### config.mk
export PLATFORM = sky130hd
export DESIGN_NAME = mengine_top
export DESIGN_NICKNAME = d
export VERILOG_FILES = /design/src/hw/mengine_isa_pkg.sv /design/src/hw/mengine_cfg_pkg.sv /design/src/hw/mengine_fetch.sv /design/src/hw/mengine_ibuf.sv /design/src/hw/mengine_exec.sv /design/src/hw/mengine_top.sv
export SDC_FILE = /design/constraint.sdc
export NUM_CORES = 1
export LEC_CHECK = 0
export ABC_AREA = 1
export BUFFER_PORTS_ARGS = -buffer_cell sky130_fd_sc_hd__buf_2
export CAP_MARGIN = 20
export CELL_PAD_IN_SITES_DETAIL_PLACEMENT = 1
export CELL_PAD_IN_SITES_GLOBAL_PLACEMENT = 1
export CORE_ASPECT_RATIO = 0.6
export CORE_MARGIN = 3
export CORE_UTILIZATION = 44
export DETAILED_ROUTE_END_ITERATION = 16
export GPL_TIMING_DRIVEN = 0
export HOLD_SLACK_MARGIN = 0.02
export PLACE_DENSITY = 0.87
export SYNTH_ARGS = -nofsm -noshare
export SYNTH_HDL_FRONTEND = slang
export SYNTH_SLANG_ARGS = --single-unit
### constraint.sdc
create_clock -name clock -period 2.1 [get_ports clock]
set_input_delay 0.315 -clock clock [delete_from_list [all_inputs] [get_ports clock]]
set_output_delay 0.315 -clock clock [all_outputs]
set_load 0.01 [all_outputs]
### src/program.hex
// mEngine program image, 64 words of 8 hex digits, four per line from address 00.
// Word fields: opcode[31:28] imm or target[27:15] src_a[14:10] src_b[9:5] dest[4:0].
1FFF8001 10918002 20000443 30000824  // 00: LDI r1, LDI r2, ADD r3, SUB r4
40000465 50001046 60001827 00000000  // 04: AND r5, OR r6, XOR r7, NOP
700A0000 1AAA801F 1AAA801F 1AAA801F  // 08: JMP 20, skipped words
1AAA801F 1AAA801F 1AAA801F 1AAA801F
1AAA801F 1AAA801F 1AAA801F 1AAA801F
10038008 30000109 2000252A 6000286B  // 20: LDI r8, SUB r9, ADD r10, XOR r11
00000000 70140000 1AAA801F 1AAA801F  // 24: NOP, JMP 40, skipped words
1AAA801F 1AAA801F 1AAA801F 1AAA801F
1AAA801F 1AAA801F 1AAA801F 1AAA801F
1AAA801F 1AAA801F 1AAA801F 1AAA801F
50002CAC 400030ED 15550001 200005AE  // 40: OR r12, AND r13, LDI r1, ADD r14
80000000 1AAA801F 1AAA801F 1AAA801F  // 44: HALT, unreachable words
1AAA801F 1AAA801F 1AAA801F 1AAA801F
1AAA801F 1AAA801F 1AAA801F 1AAA801F
1AAA801F 1AAA801F 1AAA801F 1AAA801F
1AAA801F 1AAA801F 1AAA801F 1AAA801F

### src/hw/mengine_isa_pkg.sv
/*
 * mEngine instruction set.
 * Opcode encodings and the bit positions of each field in an instruction word.
 */
package mengine_isa_pkg;

    localparam int INSTR_WIDTH = 32;

    localparam int OPC_MSB = 31;          // Opcode sits in the top nibble.
    localparam int OPC_LSB = 28;

    localparam int IMM_MSB = 27;          // 13-bit immediate, zero-extended by LDI.
    localparam int IMM_LSB = 15;

    localparam int TGT_LSB = 15;          // JMP target, ADDR_WIDTH bits from here up.

    // Register fields live in the low 15 bits: src_a, src_b, dest.
    localparam int REG_FIELD_WIDTH = 5;
    localparam int SRCA_LSB        = 10;
    localparam int SRCB_LSB        = 5;
    localparam int DEST_LSB        = 0;

    typedef enum logic [3:0] {
        NOP    = 4'h0,
        LDI    = 4'h1,
        ADD    = 4'h2,
        SUB    = 4'h3,
        AND_OP = 4'h4,
        OR_OP  = 4'h5,
        XOR_OP = 4'h6,
        JMP    = 4'h7,                    // Consumed by fetch.
        HALT   = 4'h8                     // Consumed by fetch.
    } opcode_t;

endpackage

### src/hw/mengine_cfg_pkg.sv
/*
 * mEngine microarchitecture configuration.
 * Widths, queue and register file depths, and the program image.
 */
package mengine_cfg_pkg;

    localparam int ADDR_WIDTH = 6;        // 64 ROM words.
    localparam int DATA_WIDTH = 32;
    localparam int RF_DEPTH   = 32;

    localparam int IBUF_DEPTH     = 4;    // Must stay a power of two.
    localparam int IBUF_PTR_WIDTH = $clog2(IBUF_DEPTH);
    localparam int IBUF_CNT_WIDTH = $clog2(IBUF_DEPTH + 1);

    localparam string ROM_FILE = "/design/src/program.hex";

endpackage

### src/hw/mengine_fetch.sv
`timescale 1ns/1ps
/*
 * mEngine fetch unit.
 * Holds the PC and program ROM, resolves JMP and HALT locally and
 * offers every other word to the buffer over a four-phase handshake.
 */
module mengine_fetch (
    input  logic                                    clock,
    input  logic                                    reset_,
    input  logic                                    fetch_ack,
    output logic                                    fetch_req,
    output logic [mengine_isa_pkg::INSTR_WIDTH-1:0] fetch_instr,
    output logic [mengine_cfg_pkg::ADDR_WIDTH-1:0]  fetch_pc
);
    import mengine_isa_pkg::*;
    import mengine_cfg_pkg::*;

    typedef enum logic [1:0] {IDLE, REQ, WAIT_DROP, HALTED} state_t;

    state_t                 state;
    logic [ADDR_WIDTH-1:0]  pc;
    logic [INSTR_WIDTH-1:0] rom [0:(2**ADDR_WIDTH)-1];
    logic [INSTR_WIDTH-1:0] rom_word;
    opcode_t                opcode;

    initial begin
        $readmemh(ROM_FILE, rom);
    end

    assign rom_word = rom[pc];                               // Asynchronous ROM read.
    assign opcode   = opcode_t'(rom_word[OPC_MSB:OPC_LSB]);  // Predecode.

    always_ff @(posedge clock or negedge reset_) begin
        if (!reset_) begin
            state     <= IDLE;
            pc        <= '0;
            fetch_req <= 1'b0;
        end else begin
            case (state)
                IDLE: begin
                    if (opcode == JMP) begin
                        pc <= rom_word[TGT_LSB +: ADDR_WIDTH];  // Taken in one cycle.
                    end else if (opcode == HALT) begin
                        state <= HALTED;                        // PC stays frozen.
                    end else begin
                        fetch_req <= 1'b1;
                        state     <= REQ;
                    end
                end
                REQ: begin
                    if (fetch_ack) begin                        // Buffer has stored the word.
                        fetch_req <= 1'b0;
                        pc        <= pc + 1'b1;
                        state     <= WAIT_DROP;
                    end
                end
                WAIT_DROP: begin
                    if (!fetch_ack) begin
                        state <= IDLE;
                    end
                end
                default: state <= HALTED;                       // Only reset leaves HALTED.
            endcase
        end
    end

    // The offered word is captured while idle and held for the whole request.
    always_ff @(posedge clock) begin
        if (state == IDLE) begin
            fetch_instr <= rom_word;
            fetch_pc    <= pc;
        end
    end

    // Request may only be withdrawn once the buffer has answered.
    a_req_until_ack: assert property (@(posedge clock) disable iff (!reset_)
        $fell(fetch_req) |-> $past(fetch_ack))
        else $error("fetch_req dropped before fetch_ack rose");

endmodule

### src/hw/mengine_ibuf.sv
`timescale 1ns/1ps
/*
 * mEngine instruction buffer.
 * Circular queue of instruction/PC pairs between fetch and exec, with a
 * four-phase receiver on the input and an independent sender on the output.
 */
module mengine_ibuf (
    input  logic                                    clock,
    input  logic                                    reset_,
    input  logic                                    fetch_req,
    input  logic [mengine_isa_pkg::INSTR_WIDTH-1:0] fetch_instr,
    input  logic [mengine_cfg_pkg::ADDR_WIDTH-1:0]  fetch_pc,
    input  logic                                    issue_ack,
    output logic                                    fetch_ack,
    output logic                                    issue_req,
    output logic [mengine_isa_pkg::INSTR_WIDTH-1:0] issue_instr,
    output logic [mengine_cfg_pkg::ADDR_WIDTH-1:0]  issue_pc
);
    import mengine_isa_pkg::*;
    import mengine_cfg_pkg::*;

    typedef enum logic {R_IDLE, R_ACK} rx_state_t;
    typedef enum logic [1:0] {S_IDLE, S_REQ, S_DROP} tx_state_t;

    rx_state_t                 rx_state;
    tx_state_t                 tx_state;
    logic [INSTR_WIDTH-1:0]    instr_mem [0:IBUF_DEPTH-1];
    logic [ADDR_WIDTH-1:0]     pc_mem [0:IBUF_DEPTH-1];
    logic [IBUF_PTR_WIDTH-1:0] wr_ptr;
    logic [IBUF_PTR_WIDTH-1:0] rd_ptr;
    logic [IBUF_CNT_WIDTH-1:0] count;
    logic                      push;
    logic                      pop;

    // A full queue withholds ack, which stalls fetch.
    assign push = (rx_state == R_IDLE) && fetch_req && (count < IBUF_CNT_WIDTH'(IBUF_DEPTH));
    assign pop  = (tx_state == S_REQ) && issue_ack;    // Entry leaves as exec acks.

    assign fetch_ack   = (rx_state == R_ACK);
    assign issue_req   = (tx_state == S_REQ);
    assign issue_instr = instr_mem[rd_ptr];
    assign issue_pc    = pc_mem[rd_ptr];

    always_ff @(posedge clock or negedge reset_) begin
        if (!reset_) begin
            rx_state <= R_IDLE;
        end else if (rx_state == R_IDLE) begin
            if (push) begin
                rx_state <= R_ACK;
            end
        end else if (!fetch_req) begin
            rx_state <= R_IDLE;                        // Return to zero.
        end
    end

    always_ff @(posedge clock or negedge reset_) begin
        if (!reset_) begin
            tx_state <= S_IDLE;
        end else begin
            case (tx_state)
                S_IDLE:  if (count != '0) tx_state <= S_REQ;
                S_REQ:   if (issue_ack) tx_state <= S_DROP;
                default: if (!issue_ack) tx_state <= S_IDLE;
            endcase
        end
    end

    always_ff @(posedge clock or negedge reset_) begin
        if (!reset_) begin
            wr_ptr <= '0;
            rd_ptr <= '0;
            count  <= '0;
        end else begin
            wr_ptr <= wr_ptr + IBUF_PTR_WIDTH'(push);  // Pointers wrap at the depth.
            rd_ptr <= rd_ptr + IBUF_PTR_WIDTH'(pop);
            count  <= count + IBUF_CNT_WIDTH'(push) - IBUF_CNT_WIDTH'(pop);
        end
    end

    always_ff @(posedge clock) begin
        if (push) begin
            instr_mem[wr_ptr] <= fetch_instr;
            pc_mem[wr_ptr]    <= fetch_pc;
        end
    end

    a_count_bound: assert property (@(posedge clock) disable iff (!reset_)
        count <= IBUF_CNT_WIDTH'(IBUF_DEPTH))
        else $error("instruction buffer count above depth");

    // A pending issue must not change under exec before it is acknowledged.
    a_issue_stable: assert property (@(posedge clock) disable iff (!reset_)
        issue_req && !issue_ack |=> $stable(issue_instr) && $stable(issue_pc))
        else $error("issue data changed while issue_req was pending");

endmodule

### src/hw/mengine_exec.sv
`timescale 1ns/1ps
/*
 * mEngine execute unit.
 * Accepts one instruction at a time, reads the register file, runs the
 * ALU, writes the result back and reports each instruction on retire.
 */
module mengine_exec (
    input  logic                                        clock,
    input  logic                                        reset_,
    input  logic                                        issue_req,
    input  logic [mengine_isa_pkg::INSTR_WIDTH-1:0]     issue_instr,
    input  logic [mengine_cfg_pkg::ADDR_WIDTH-1:0]      issue_pc,
    output logic                                        issue_ack,
    output logic                                        retire_valid,
    output logic [mengine_cfg_pkg::ADDR_WIDTH-1:0]      retire_pc,
    output logic                                        retire_we,
    output logic [mengine_isa_pkg::REG_FIELD_WIDTH-1:0] retire_dest,
    output logic [mengine_cfg_pkg::DATA_WIDTH-1:0]      retire_data
);
    import mengine_isa_pkg::*;
    import mengine_cfg_pkg::*;

    typedef enum logic [1:0] {E_IDLE, E_EXEC, E_WB} state_t;

    state_t                     state;
    logic                       accept;
    logic                       we;
    logic [INSTR_WIDTH-1:0]     ir;
    logic [ADDR_WIDTH-1:0]      ir_pc;
    logic [DATA_WIDTH-1:0]      rf [0:RF_DEPTH-1];
    logic [REG_FIELD_WIDTH-1:0] src_a;
    logic [REG_FIELD_WIDTH-1:0] src_b;
    logic [REG_FIELD_WIDTH-1:0] dest;
    logic [DATA_WIDTH-1:0]      opr_a;
    logic [DATA_WIDTH-1:0]      opr_b;
    logic [DATA_WIDTH-1:0]      alu_out;
    logic [DATA_WIDTH-1:0]      wr_data;
    opcode_t                    opcode;

    assign accept = (state == E_IDLE) && issue_req && !issue_ack;

    assign opcode = opcode_t'(ir[OPC_MSB:OPC_LSB]);
    assign src_a  = ir[SRCA_LSB +: REG_FIELD_WIDTH];
    assign src_b  = ir[SRCB_LSB +: REG_FIELD_WIDTH];
    assign dest   = ir[DEST_LSB +: REG_FIELD_WIDTH];
    assign opr_a  = rf[src_a];
    assign opr_b  = rf[src_b];

    always_comb begin
        case (opcode)
            LDI:     alu_out = DATA_WIDTH'(ir[IMM_MSB:IMM_LSB]);
            ADD:     alu_out = opr_a + opr_b;
            SUB:     alu_out = opr_a - opr_b;      // Wraps modulo 2^32.
            AND_OP:  alu_out = opr_a & opr_b;
            OR_OP:   alu_out = opr_a | opr_b;
            XOR_OP:  alu_out = opr_a ^ opr_b;
            default: alu_out = '0;                 // NOP and unused codes.
        endcase
    end

    always_ff @(posedge clock or negedge reset_) begin
        if (!reset_) begin
            state     <= E_IDLE;
            issue_ack <= 1'b0;
            we        <= 1'b0;
        end else begin
            if (issue_ack && !issue_req) begin
                issue_ack <= 1'b0;
            end
            case (state)
                E_IDLE: begin
                    if (accept) begin
                        issue_ack <= 1'b1;
                        state     <= E_EXEC;
                    end
                end
                E_EXEC: begin
                    we    <= opcode inside {LDI, ADD, SUB, AND_OP, OR_OP, XOR_OP};
                    state <= E_WB;
                end
                default: state <= E_IDLE;          // Retire cycle is over.
            endcase
        end
    end

    // Instruction latch and ALU result register.
    always_ff @(posedge clock) begin
        if (accept) begin
            ir    <= issue_instr;
            ir_pc <= issue_pc;
        end
        if (state == E_EXEC) begin
            wr_data <= alu_out;
        end
    end

    always_ff @(posedge clock or negedge reset_) begin
        if (!reset_) begin
            for (int i = 0; i < RF_DEPTH; i++) begin
                rf[i] <= '0;
            end
        end else if (state == E_WB && we) begin
            rf[dest] <= wr_data;
        end
    end

    always_ff @(posedge clock or negedge reset_) begin
        if (!reset_) begin
            retire_valid <= 1'b0;
            retire_we    <= 1'b0;
        end else begin
            retire_valid <= (state == E_WB);
            retire_we    <= (state == E_WB) && we;
        end
    end

    always_ff @(posedge clock) begin
        if (state == E_WB) begin
            retire_pc   <= ir_pc;
            retire_dest <= dest;
            retire_data <= wr_data;
        end
    end

    // Ack is withheld across the retire cycle, so retires never touch.
    a_retire_pulse: assert property (@(posedge clock) disable iff (!reset_)
        retire_valid |=> !retire_valid)
        else $error("retire_valid high on consecutive cycles");

endmodule

### src/hw/mengine_top.sv
`timescale 1ns/1ps
/*
 * mEngine top level.
 * Chains fetch, the instruction buffer and exec; only retire leaves the core.
 */
module mengine_top (
    input  logic                                        clock,
    input  logic                                        reset_,
    output logic                                        retire_valid,
    output logic [mengine_cfg_pkg::ADDR_WIDTH-1:0]      retire_pc,
    output logic                                        retire_we,
    output logic [mengine_isa_pkg::REG_FIELD_WIDTH-1:0] retire_dest,
    output logic [mengine_cfg_pkg::DATA_WIDTH-1:0]      retire_data
);
    import mengine_isa_pkg::*;
    import mengine_cfg_pkg::*;

    // Fetch to buffer link.
    logic                   fetch_req;
    logic                   fetch_ack;
    logic [INSTR_WIDTH-1:0] fetch_instr;
    logic [ADDR_WIDTH-1:0]  fetch_pc;

    // Buffer to exec link.
    logic                   issue_req;
    logic                   issue_ack;
    logic [INSTR_WIDTH-1:0] issue_instr;
    logic [ADDR_WIDTH-1:0]  issue_pc;

    mengine_fetch u_fetch (.*);
    mengine_ibuf  u_ibuf  (.*);
    mengine_exec  u_exec  (.*);

endmodule

Yosys cells after proc, flatten, opt, wreduce, memory -nomap -nowiden
Memory sizes are Yosys's and may differ from the RTL's. A register that Yosys moved wholly into a read port is not among the register bits.
Index checks and enable logic that the tools add are counted.
{ "word_totals": {"memories": 2, "out_inout_bits": 45, "reg_bits": 1162, "input_bits": 2, "ramBits": 152} }
{ "op_classes": {"muxes": 35, "n_reduce_logical": 20, "magnitude_cmp": 5, "bitwise": 7, "addsub": 7, "n_eq_ne": 22} }
{ "memory_table": {"columns": ["name", "words", "width", "read_ports", "rd_clocked_by_memory_dff", "wr", "line", "text"], "rows": [
  ["u_ibuf.instr_mem", 4, 32, 1, 1, 1, "mengine_ibuf.sv:27", "logic [INSTR_WIDTH-1:0] instr_mem [0:IBUF_DEPTH-1];"],
  ["u_ibuf.pc_mem", 4, 6, 1, 1, 1, "mengine_ibuf.sv:28", "logic [ADDR_WIDTH-1:0] pc_mem [0:IBUF_DEPTH-1];"]
]} }
{ "op_table": {"columns": ["op", "count"], "rows": [
  ["bitwise mux 1024 bit", 1],
  ["binary-select mux 32 bit (select 5 bit)", 2],
  ["case mux 32 bit (6 select lines)", 1],
  ["demux 32 bit (select 5 bit)", 1],
  ["2-to-1 mux 32 bit", 5],
  ["adder 32 bit", 1],
  ["AND 32 bit", 1],
  ["bitwise OR 32 bit", 1],
  ["subtractor 32 bit", 1],
  ["bitwise XOR 32 bit", 1],
  [">= comparator 6 bit, second input constant", 3],
  ["inverter 5 -> 6 bit", 3],
  ["2-to-1 mux 2 bit", 8],
  ["== test 4 x 3 -> 1 bit, second input constant", 3],
  ["2-to-1 mux 6 bit", 2],
  ["case mux 6 bit (2 select lines)", 1],
  ["2-to-1 mux 1 bit", 10],
  ["AND reduction 3 bit", 3],
  ["== test 4 x 2 -> 1 bit, second input constant", 2],
  ["logical AND 1 bit", 8],
  ["inequality test 2 x 1 -> 1 bit, second input constant", 4],
  ["inequality test 2 bit, second input constant", 4],
  ["case mux 2 bit (2 select lines)", 2],
  ["adder 6 x 1 -> 6 bit, second input constant", 1],
  ["other kinds (20)", 27]
]} }

Longest topological paths before layout
{ "depth": {"ltp_word": 6, "mapped_depth": 10, "ltp_nobuf": 10} }

Cells and area by module
From an unflattened synthesis, not the netlist that was laid out.
{ "hier_totals": {"cells_unflattened": 9268, "hier_area_um2": 70871.7} }
{ "modules_own_cells": {"columns": ["mod", "area_each_um2", "cells_each", "instances", "seq_area_each_um2"], "rows": [
  ["mengine_exec", 63534.7, 8644, 1, 29168.0],
  ["mengine_ibuf", 6500.0, 541, 1, 4814.6],
  ["mengine_fetch", 837.1, 83, 1, 380.4]
]} }

Worst setup path before layout
No wires, ideal clock.
{ "synth_path": {"path_kind": "reg2reg", "startpoint": "register u_ibuf.tx_state[1]", "endpoint": "register u_ibuf.count[2]", "slack_ps": 336, "required_time_ps": 1971, "stages_incl_launch_ff": 11, "arrival_time_ps": 1635, "period_less_slack_ps": 1764, "cell_sequence": "dfrtp_1 inv_1 nand2_1 nor2_4 inv_1 nand2_1 nand2_1 ha_1 fa_1 xnor2_1 xor2_1"} }
{ "synth_between": {"elab_chain_len": 3} }
{ "synth_lines": {"columns": ["item", "line", "text"], "rows": [
  ["start: declaration", "mengine_ibuf.sv:26", "tx_state_t tx_state;"],
  ["start signal: assignment", "mengine_ibuf.sv:58", "tx_state <= S_IDLE;"],
  ["start signal: assignment", "mengine_ibuf.sv:61", "S_IDLE: if (count != '0) tx_state <= S_REQ;"],
  ["start signal: assignment", "mengine_ibuf.sv:62", "S_REQ: if (issue_ack) tx_state <= S_DROP;"],
  ["== test 2 x 1 -> 1 bit", "mengine_ibuf.sv:37", "assign pop = (tx_state == S_REQ) && issue_ack;"],
  ["logical AND 1 bit", "mengine_ibuf.sv:37", null],
  ["subtractor 3 x 1 -> 3 bit", "mengine_ibuf.sv:76", "count <= count + IBUF_CNT_WIDTH'(push) - IBUF_CNT_WIDTH'(pop);"],
  ["end signal: assignment", "mengine_ibuf.sv:76", null],
  ["end: declaration", "mengine_ibuf.sv:31", "logic [IBUF_CNT_WIDTH-1:0] count;"]
]} }
No other way between the ends.
A chain may end at the register's enable or synchronous reset.

Worst setup path in the final report
{ "layout_path": {"startpoint": "register u_ibuf.rx_state (netlist: u_ibuf.fetch_ack)", "endpoint": "memory u_ibuf.pc_mem[3][5] (enable)"} }
{ "layout_between": {"elab_chain_len": 5} }
{ "layout_lines": {"columns": ["item", "line", "text"], "rows": [
  ["start: declaration", "mengine_ibuf.sv:25", "rx_state_t rx_state;"],
  ["start signal: assignment", "mengine_ibuf.sv:46", "rx_state <= R_IDLE;"],
  ["start signal: assignment", "mengine_ibuf.sv:49", "rx_state <= R_ACK;"],
  ["start signal: assignment", "mengine_ibuf.sv:52", "rx_state <= R_IDLE;"],
  ["inverter 1 bit", null, null],
  ["logical AND 1 bit (2 in series)", "mengine_ibuf.sv:36", "assign push = (rx_state == R_IDLE) && fetch_req && (count < IBUF_CNT_WIDTH'(IBUF_DEPTH));"],
  ["2-to-1 mux 1 bit", "mengine_ibuf.sv:81", "if (push) begin"],
  ["2-to-1 mux 1 bit (implied by the code)", "mengine_ibuf.sv:83", "pc_mem[wr_ptr] <= fetch_pc;"],
  ["end: declaration", "mengine_ibuf.sv:28", null]
]} }
No other way between the ends.

==> summary.md <==
| Metric | Value |
|---|---|
| Crit path cell chain | inv_1, nand3_1, nor3_1 |
| Drt drc | 0 |
| Worst r2r src | u_ibuf.fetch_ack$_DFF_PN0_ |
| First-pass GRT wire length | 8.35 mm |
| Tightest Pin Transition | between 1000 and 1500 ps |
| Core area | between 0.005 and 0.006 mm2 |
| Adder-cell share of the synthesized area | between 3 and 4% |
| # IOs | 47 |
| Fraction of layout cells with a size suffix above 1 | between 20% and 30% |
| Post-synth ARST share | 35.4% |
| Clock skew | a little over 8 ps |
| Reg-to-reg endpoint | u_ibuf.pc_mem[3][5]$_DFFE_PP_ |
| Most Crowded Layer GR | met2 |
| Outcome | complete, no violations |
| Routed len/inst | between 10 and 15 um |
| Ant diodes | 0 |
| Crit path DAT | around 1900 ps |
| WS Path Type | register to register |
| GP Congestion | around 0.76 |
| Num Clock Sinks | 65 |
| Setup TNS | 0 ps |
| Area growth from synthesis to layout | 17.8% |
| Nets | around 300 |
| Synth Register Bits | 65 |
| Worst IR Drop VDD | approximately 0.37 mV |
| Port buffer count | 8 |
| Largest net degree at the start of global routing | 24 |
| Fillers | approximately 650 |
| RSZ-0062 raised after global routing | false |
| HP Start | u_exec.ir_pc[0]$_DFFE_PP_ |
| Syn. warnings | 0 |
| Wirelength, routed | 5.38 mm |
| Longest Clk Path Bufs | 2 |
| Worst Path Required | about 2100 ps |
| Crit path max-delay family | simple AND/OR/NAND/NOR gates |
| Starting Density | between 40% and 50% |
| Met2 Use GR | between 20% and 30% |
| Combinational family with the most area after synthesis | buffers and inverters |
| Final cell count without fillers | 372 |
| Die Ht | between 60 and 70 um |
| Compound-gate portion of the synthesized area | between 4 and 5% |
| Routed vias/inst | 4.52 |
| Mux cell area share after synthesis | 0% |
| Hold Path Depth | 0 |
| Utilization after layout | between 50% and 60% |
| Placed cell count | 353 |
| Sum of buffers and inverters on the critical path | 1 |
| CTS tree | done |
| H-tree depth | 3 |
| Seq/Total Area, Yosys | between 60% and 70% |
| Tmin final | approximately 1900 ps |
| P_leak | around 1.6 nW |
| Post-Syn Area | roughly 0.0028 mm2 |
| Grt met1 use | roughly 18% |
| Synth Flop Type | edfxtp_1 |
| Crit-path max cell delay | between 800 and 900 ps |
| Simple-gate share of the synthesized area | around a tenth |
| Slowest stage cell, crit path | nor3_1 |
| Die ar. | around 0.0074 mm2 |
| Post-route ant nets | 0 |
| Crit. End Element | register |
| Drt initial violations | between 50 and 60 |
| Max-slew headroom | 30.2% |
| Worst R2R Path Depth | 3 |
| Endpoints failing hold | 0 |
| Antenna violations before repair | 0 |
| Tcrit/Tclk final | between 90 and 100% |
| Chip Width | around 110 um |
| Via count | 1680 |
| Syn_area_per_cell | roughly 12 um2 |
| Critical Path Fanout Max | 6 |
| CTS root buf | clkbuf_8 |
| Setup slack, reg-to-reg | 160 ps |
| Footprint of the multi-input gates | slightly above 700 um2 |
| Register area | 0.00184 mm2 |
| Startpoint Class | register |
| Post-Synth XOR/XNOR Area | under 10% |
| Grt met3 use | around 6.6% |
| Final Max Slew Viols | 0 |
| Clock Pin Slew Worst Setup and Hold Paths | ~70 ps |
| Most common cell after layout, fill and taps aside | edfxtp_1 |
| Num CTS Buffers | 9 |
| PD cells | 746 mW/mm2 |
| Row cnt | 21 |
| Total track usage | roughly 16% |
| Max-Cap Viols | 0 |
| Worst Hold End | u_exec.retire_pc[0]$_DFFE_PP_ |
| Detailed placement HPWL | 4.00 mm |
| Hold crit path type | register to register |
| Maximum clock rate | between 0.5 and 0.6 GHz |
| Commonest cells after routing, fill and taps aside | edfxtp_1, buf_4, conb_1, dfrtp_1, inv_1 |
| Clock Latency Late Sink | around 340 ps |
| Vias in the first global route | ~1700 |
| Post-synth EDFFs | 42 |
| Synth Instances | between 200 and 250 |
| Distinct cells, synth | 24 |
| First-pass iteration count of the detailed router | 4 |
| Final setup vio count | 0 |
| Grt ovf | 0 |
final cells by class:
type / instances / area share [%]
sequential: 65 / 55.7
multi-input combinational: 137 / 21.8
buffer: 40 / 9.33
clock buffer: 10 / 3.87
tap: 80 / 3.03
inverter: 23 / 2.62
timing repair buffer: 11 / 1.90
clock inverter: 6 / 1.78
worst max path at each step:
stage / from / to / slack (ps) / cells after the start
final: u_ibuf.fetch_ack$_DFF_PN0_ / u_ibuf.pc_mem[3][5]$_DFFE_PP_ / 160 / 3
after global routing: u_ibuf.fetch_ack$_DFF_PN0_ / u_ibuf.pc_mem[3][0]$_DFFE_PP_ / 30 / 3
after CTS: u_ibuf.fetch_ack$_DFF_PN0_ / u_ibuf.pc_mem[0][3]$_DFFE_PP_ / 110 / 3
after detailed placement: u_ibuf.fetch_ack$_DFF_PN0_ / u_ibuf.pc_mem[0][5]$_DFFE_PP_ / 150 / 3
after global placement: u_ibuf.tx_state[1]$_DFFE_PN0P_ / u_ibuf.count[2]$_DFF_PN0_ / 220 / 10
after floorplan: u_ibuf.tx_state[1]$_DFFE_PN0P_ / u_ibuf.count[2]$_DFF_PN0_ / 340 / 10
metal layers:
layer / routed length (um) / vias up / part of all wire (%)
li1: - / 806 / -
met1: 2280 / 825 / 42
met2: 2730 / 38 / 51
met3: 295 / 11 / 5.5
met4: 76 / 0 / 1.4
met5: 0 / - / 0
power breakdown:
part	internal, mW	switching, mW	total [mW]
logic	0.0474	0.0518	0.0992
registers	1.35	0	1.35
clock network	0.540	0.471	1.01
what timing repair did:
item                       CTS  global route
setup endpoints to repair    0             1
setup buffers                0             1
gates resized for setup      0             2
hold buffers                 1             0
hold endpoints to repair    23             0
cell usage after synthesis, types with 2 or more instances:
cell type,number,area share (%)
edfxtp_1,42,45
buf_4,38,10
dfrtp_1,23,21
inv_1,22,2.9
nand2_1,21,2.8
nor2_1,21,2.8
o21ai_0,16,2.9
nand3_1,7,1.3
ha_1,6,2.7
o22ai_1,6,1.3
xor2_1,6,1.9
nor3_1,4,0.71
buf_6,2,0.80
nand4_1,2,0.45
nor2_4,2,0.80
xnor2_1,2,0.63
state kept, by name (all words and copies together) (netlist names):
name,count
u_ibuf.tx_state,2
u_exec.retire_pc,6
u_exec.ir_pc,6
u_fetch.fetch_pc,6
u_ibuf.wr_ptr,2
u_ibuf.pc_mem,24
u_exec.issue_ack,1
u_ibuf.count,3
u_exec.state,2
u_ibuf.fetch_ack,1
u_fetch.state,2
u_exec.retire_valid,1
u_ibuf.rd_ptr,2
u_fetch.pc,6
u_fetch.fetch_req,1
kinds of logic after synthesis:
kind of cell | after synthesis
DFF | 65
buffers and inverters | 63
and+or+nand+nor | 60
AOI/OAI and AO/OA | 24
xor gates and xnor gates | 8
adders and majority gates | 7
other | 1
per-stage QoR:
stage / total power [mW] / setup WS [ps] / hold slack (ps) / area, um2
5_1_grt: 2.55 / 30.5 / 431 / 3300
3_5_place_dp: 1.47 / 150 / 334 / 3080
4_1_cts: 2.49 / 107 / 423 / 3280
2_1_floorplan: 1.46 / 336 / 19.4 / 2940
6_report: 2.46 / 162 / 423 / 3300
3_3_place_gp: 1.47 / 221 / 329 / 3080
(Power assumes the default switching activity.)
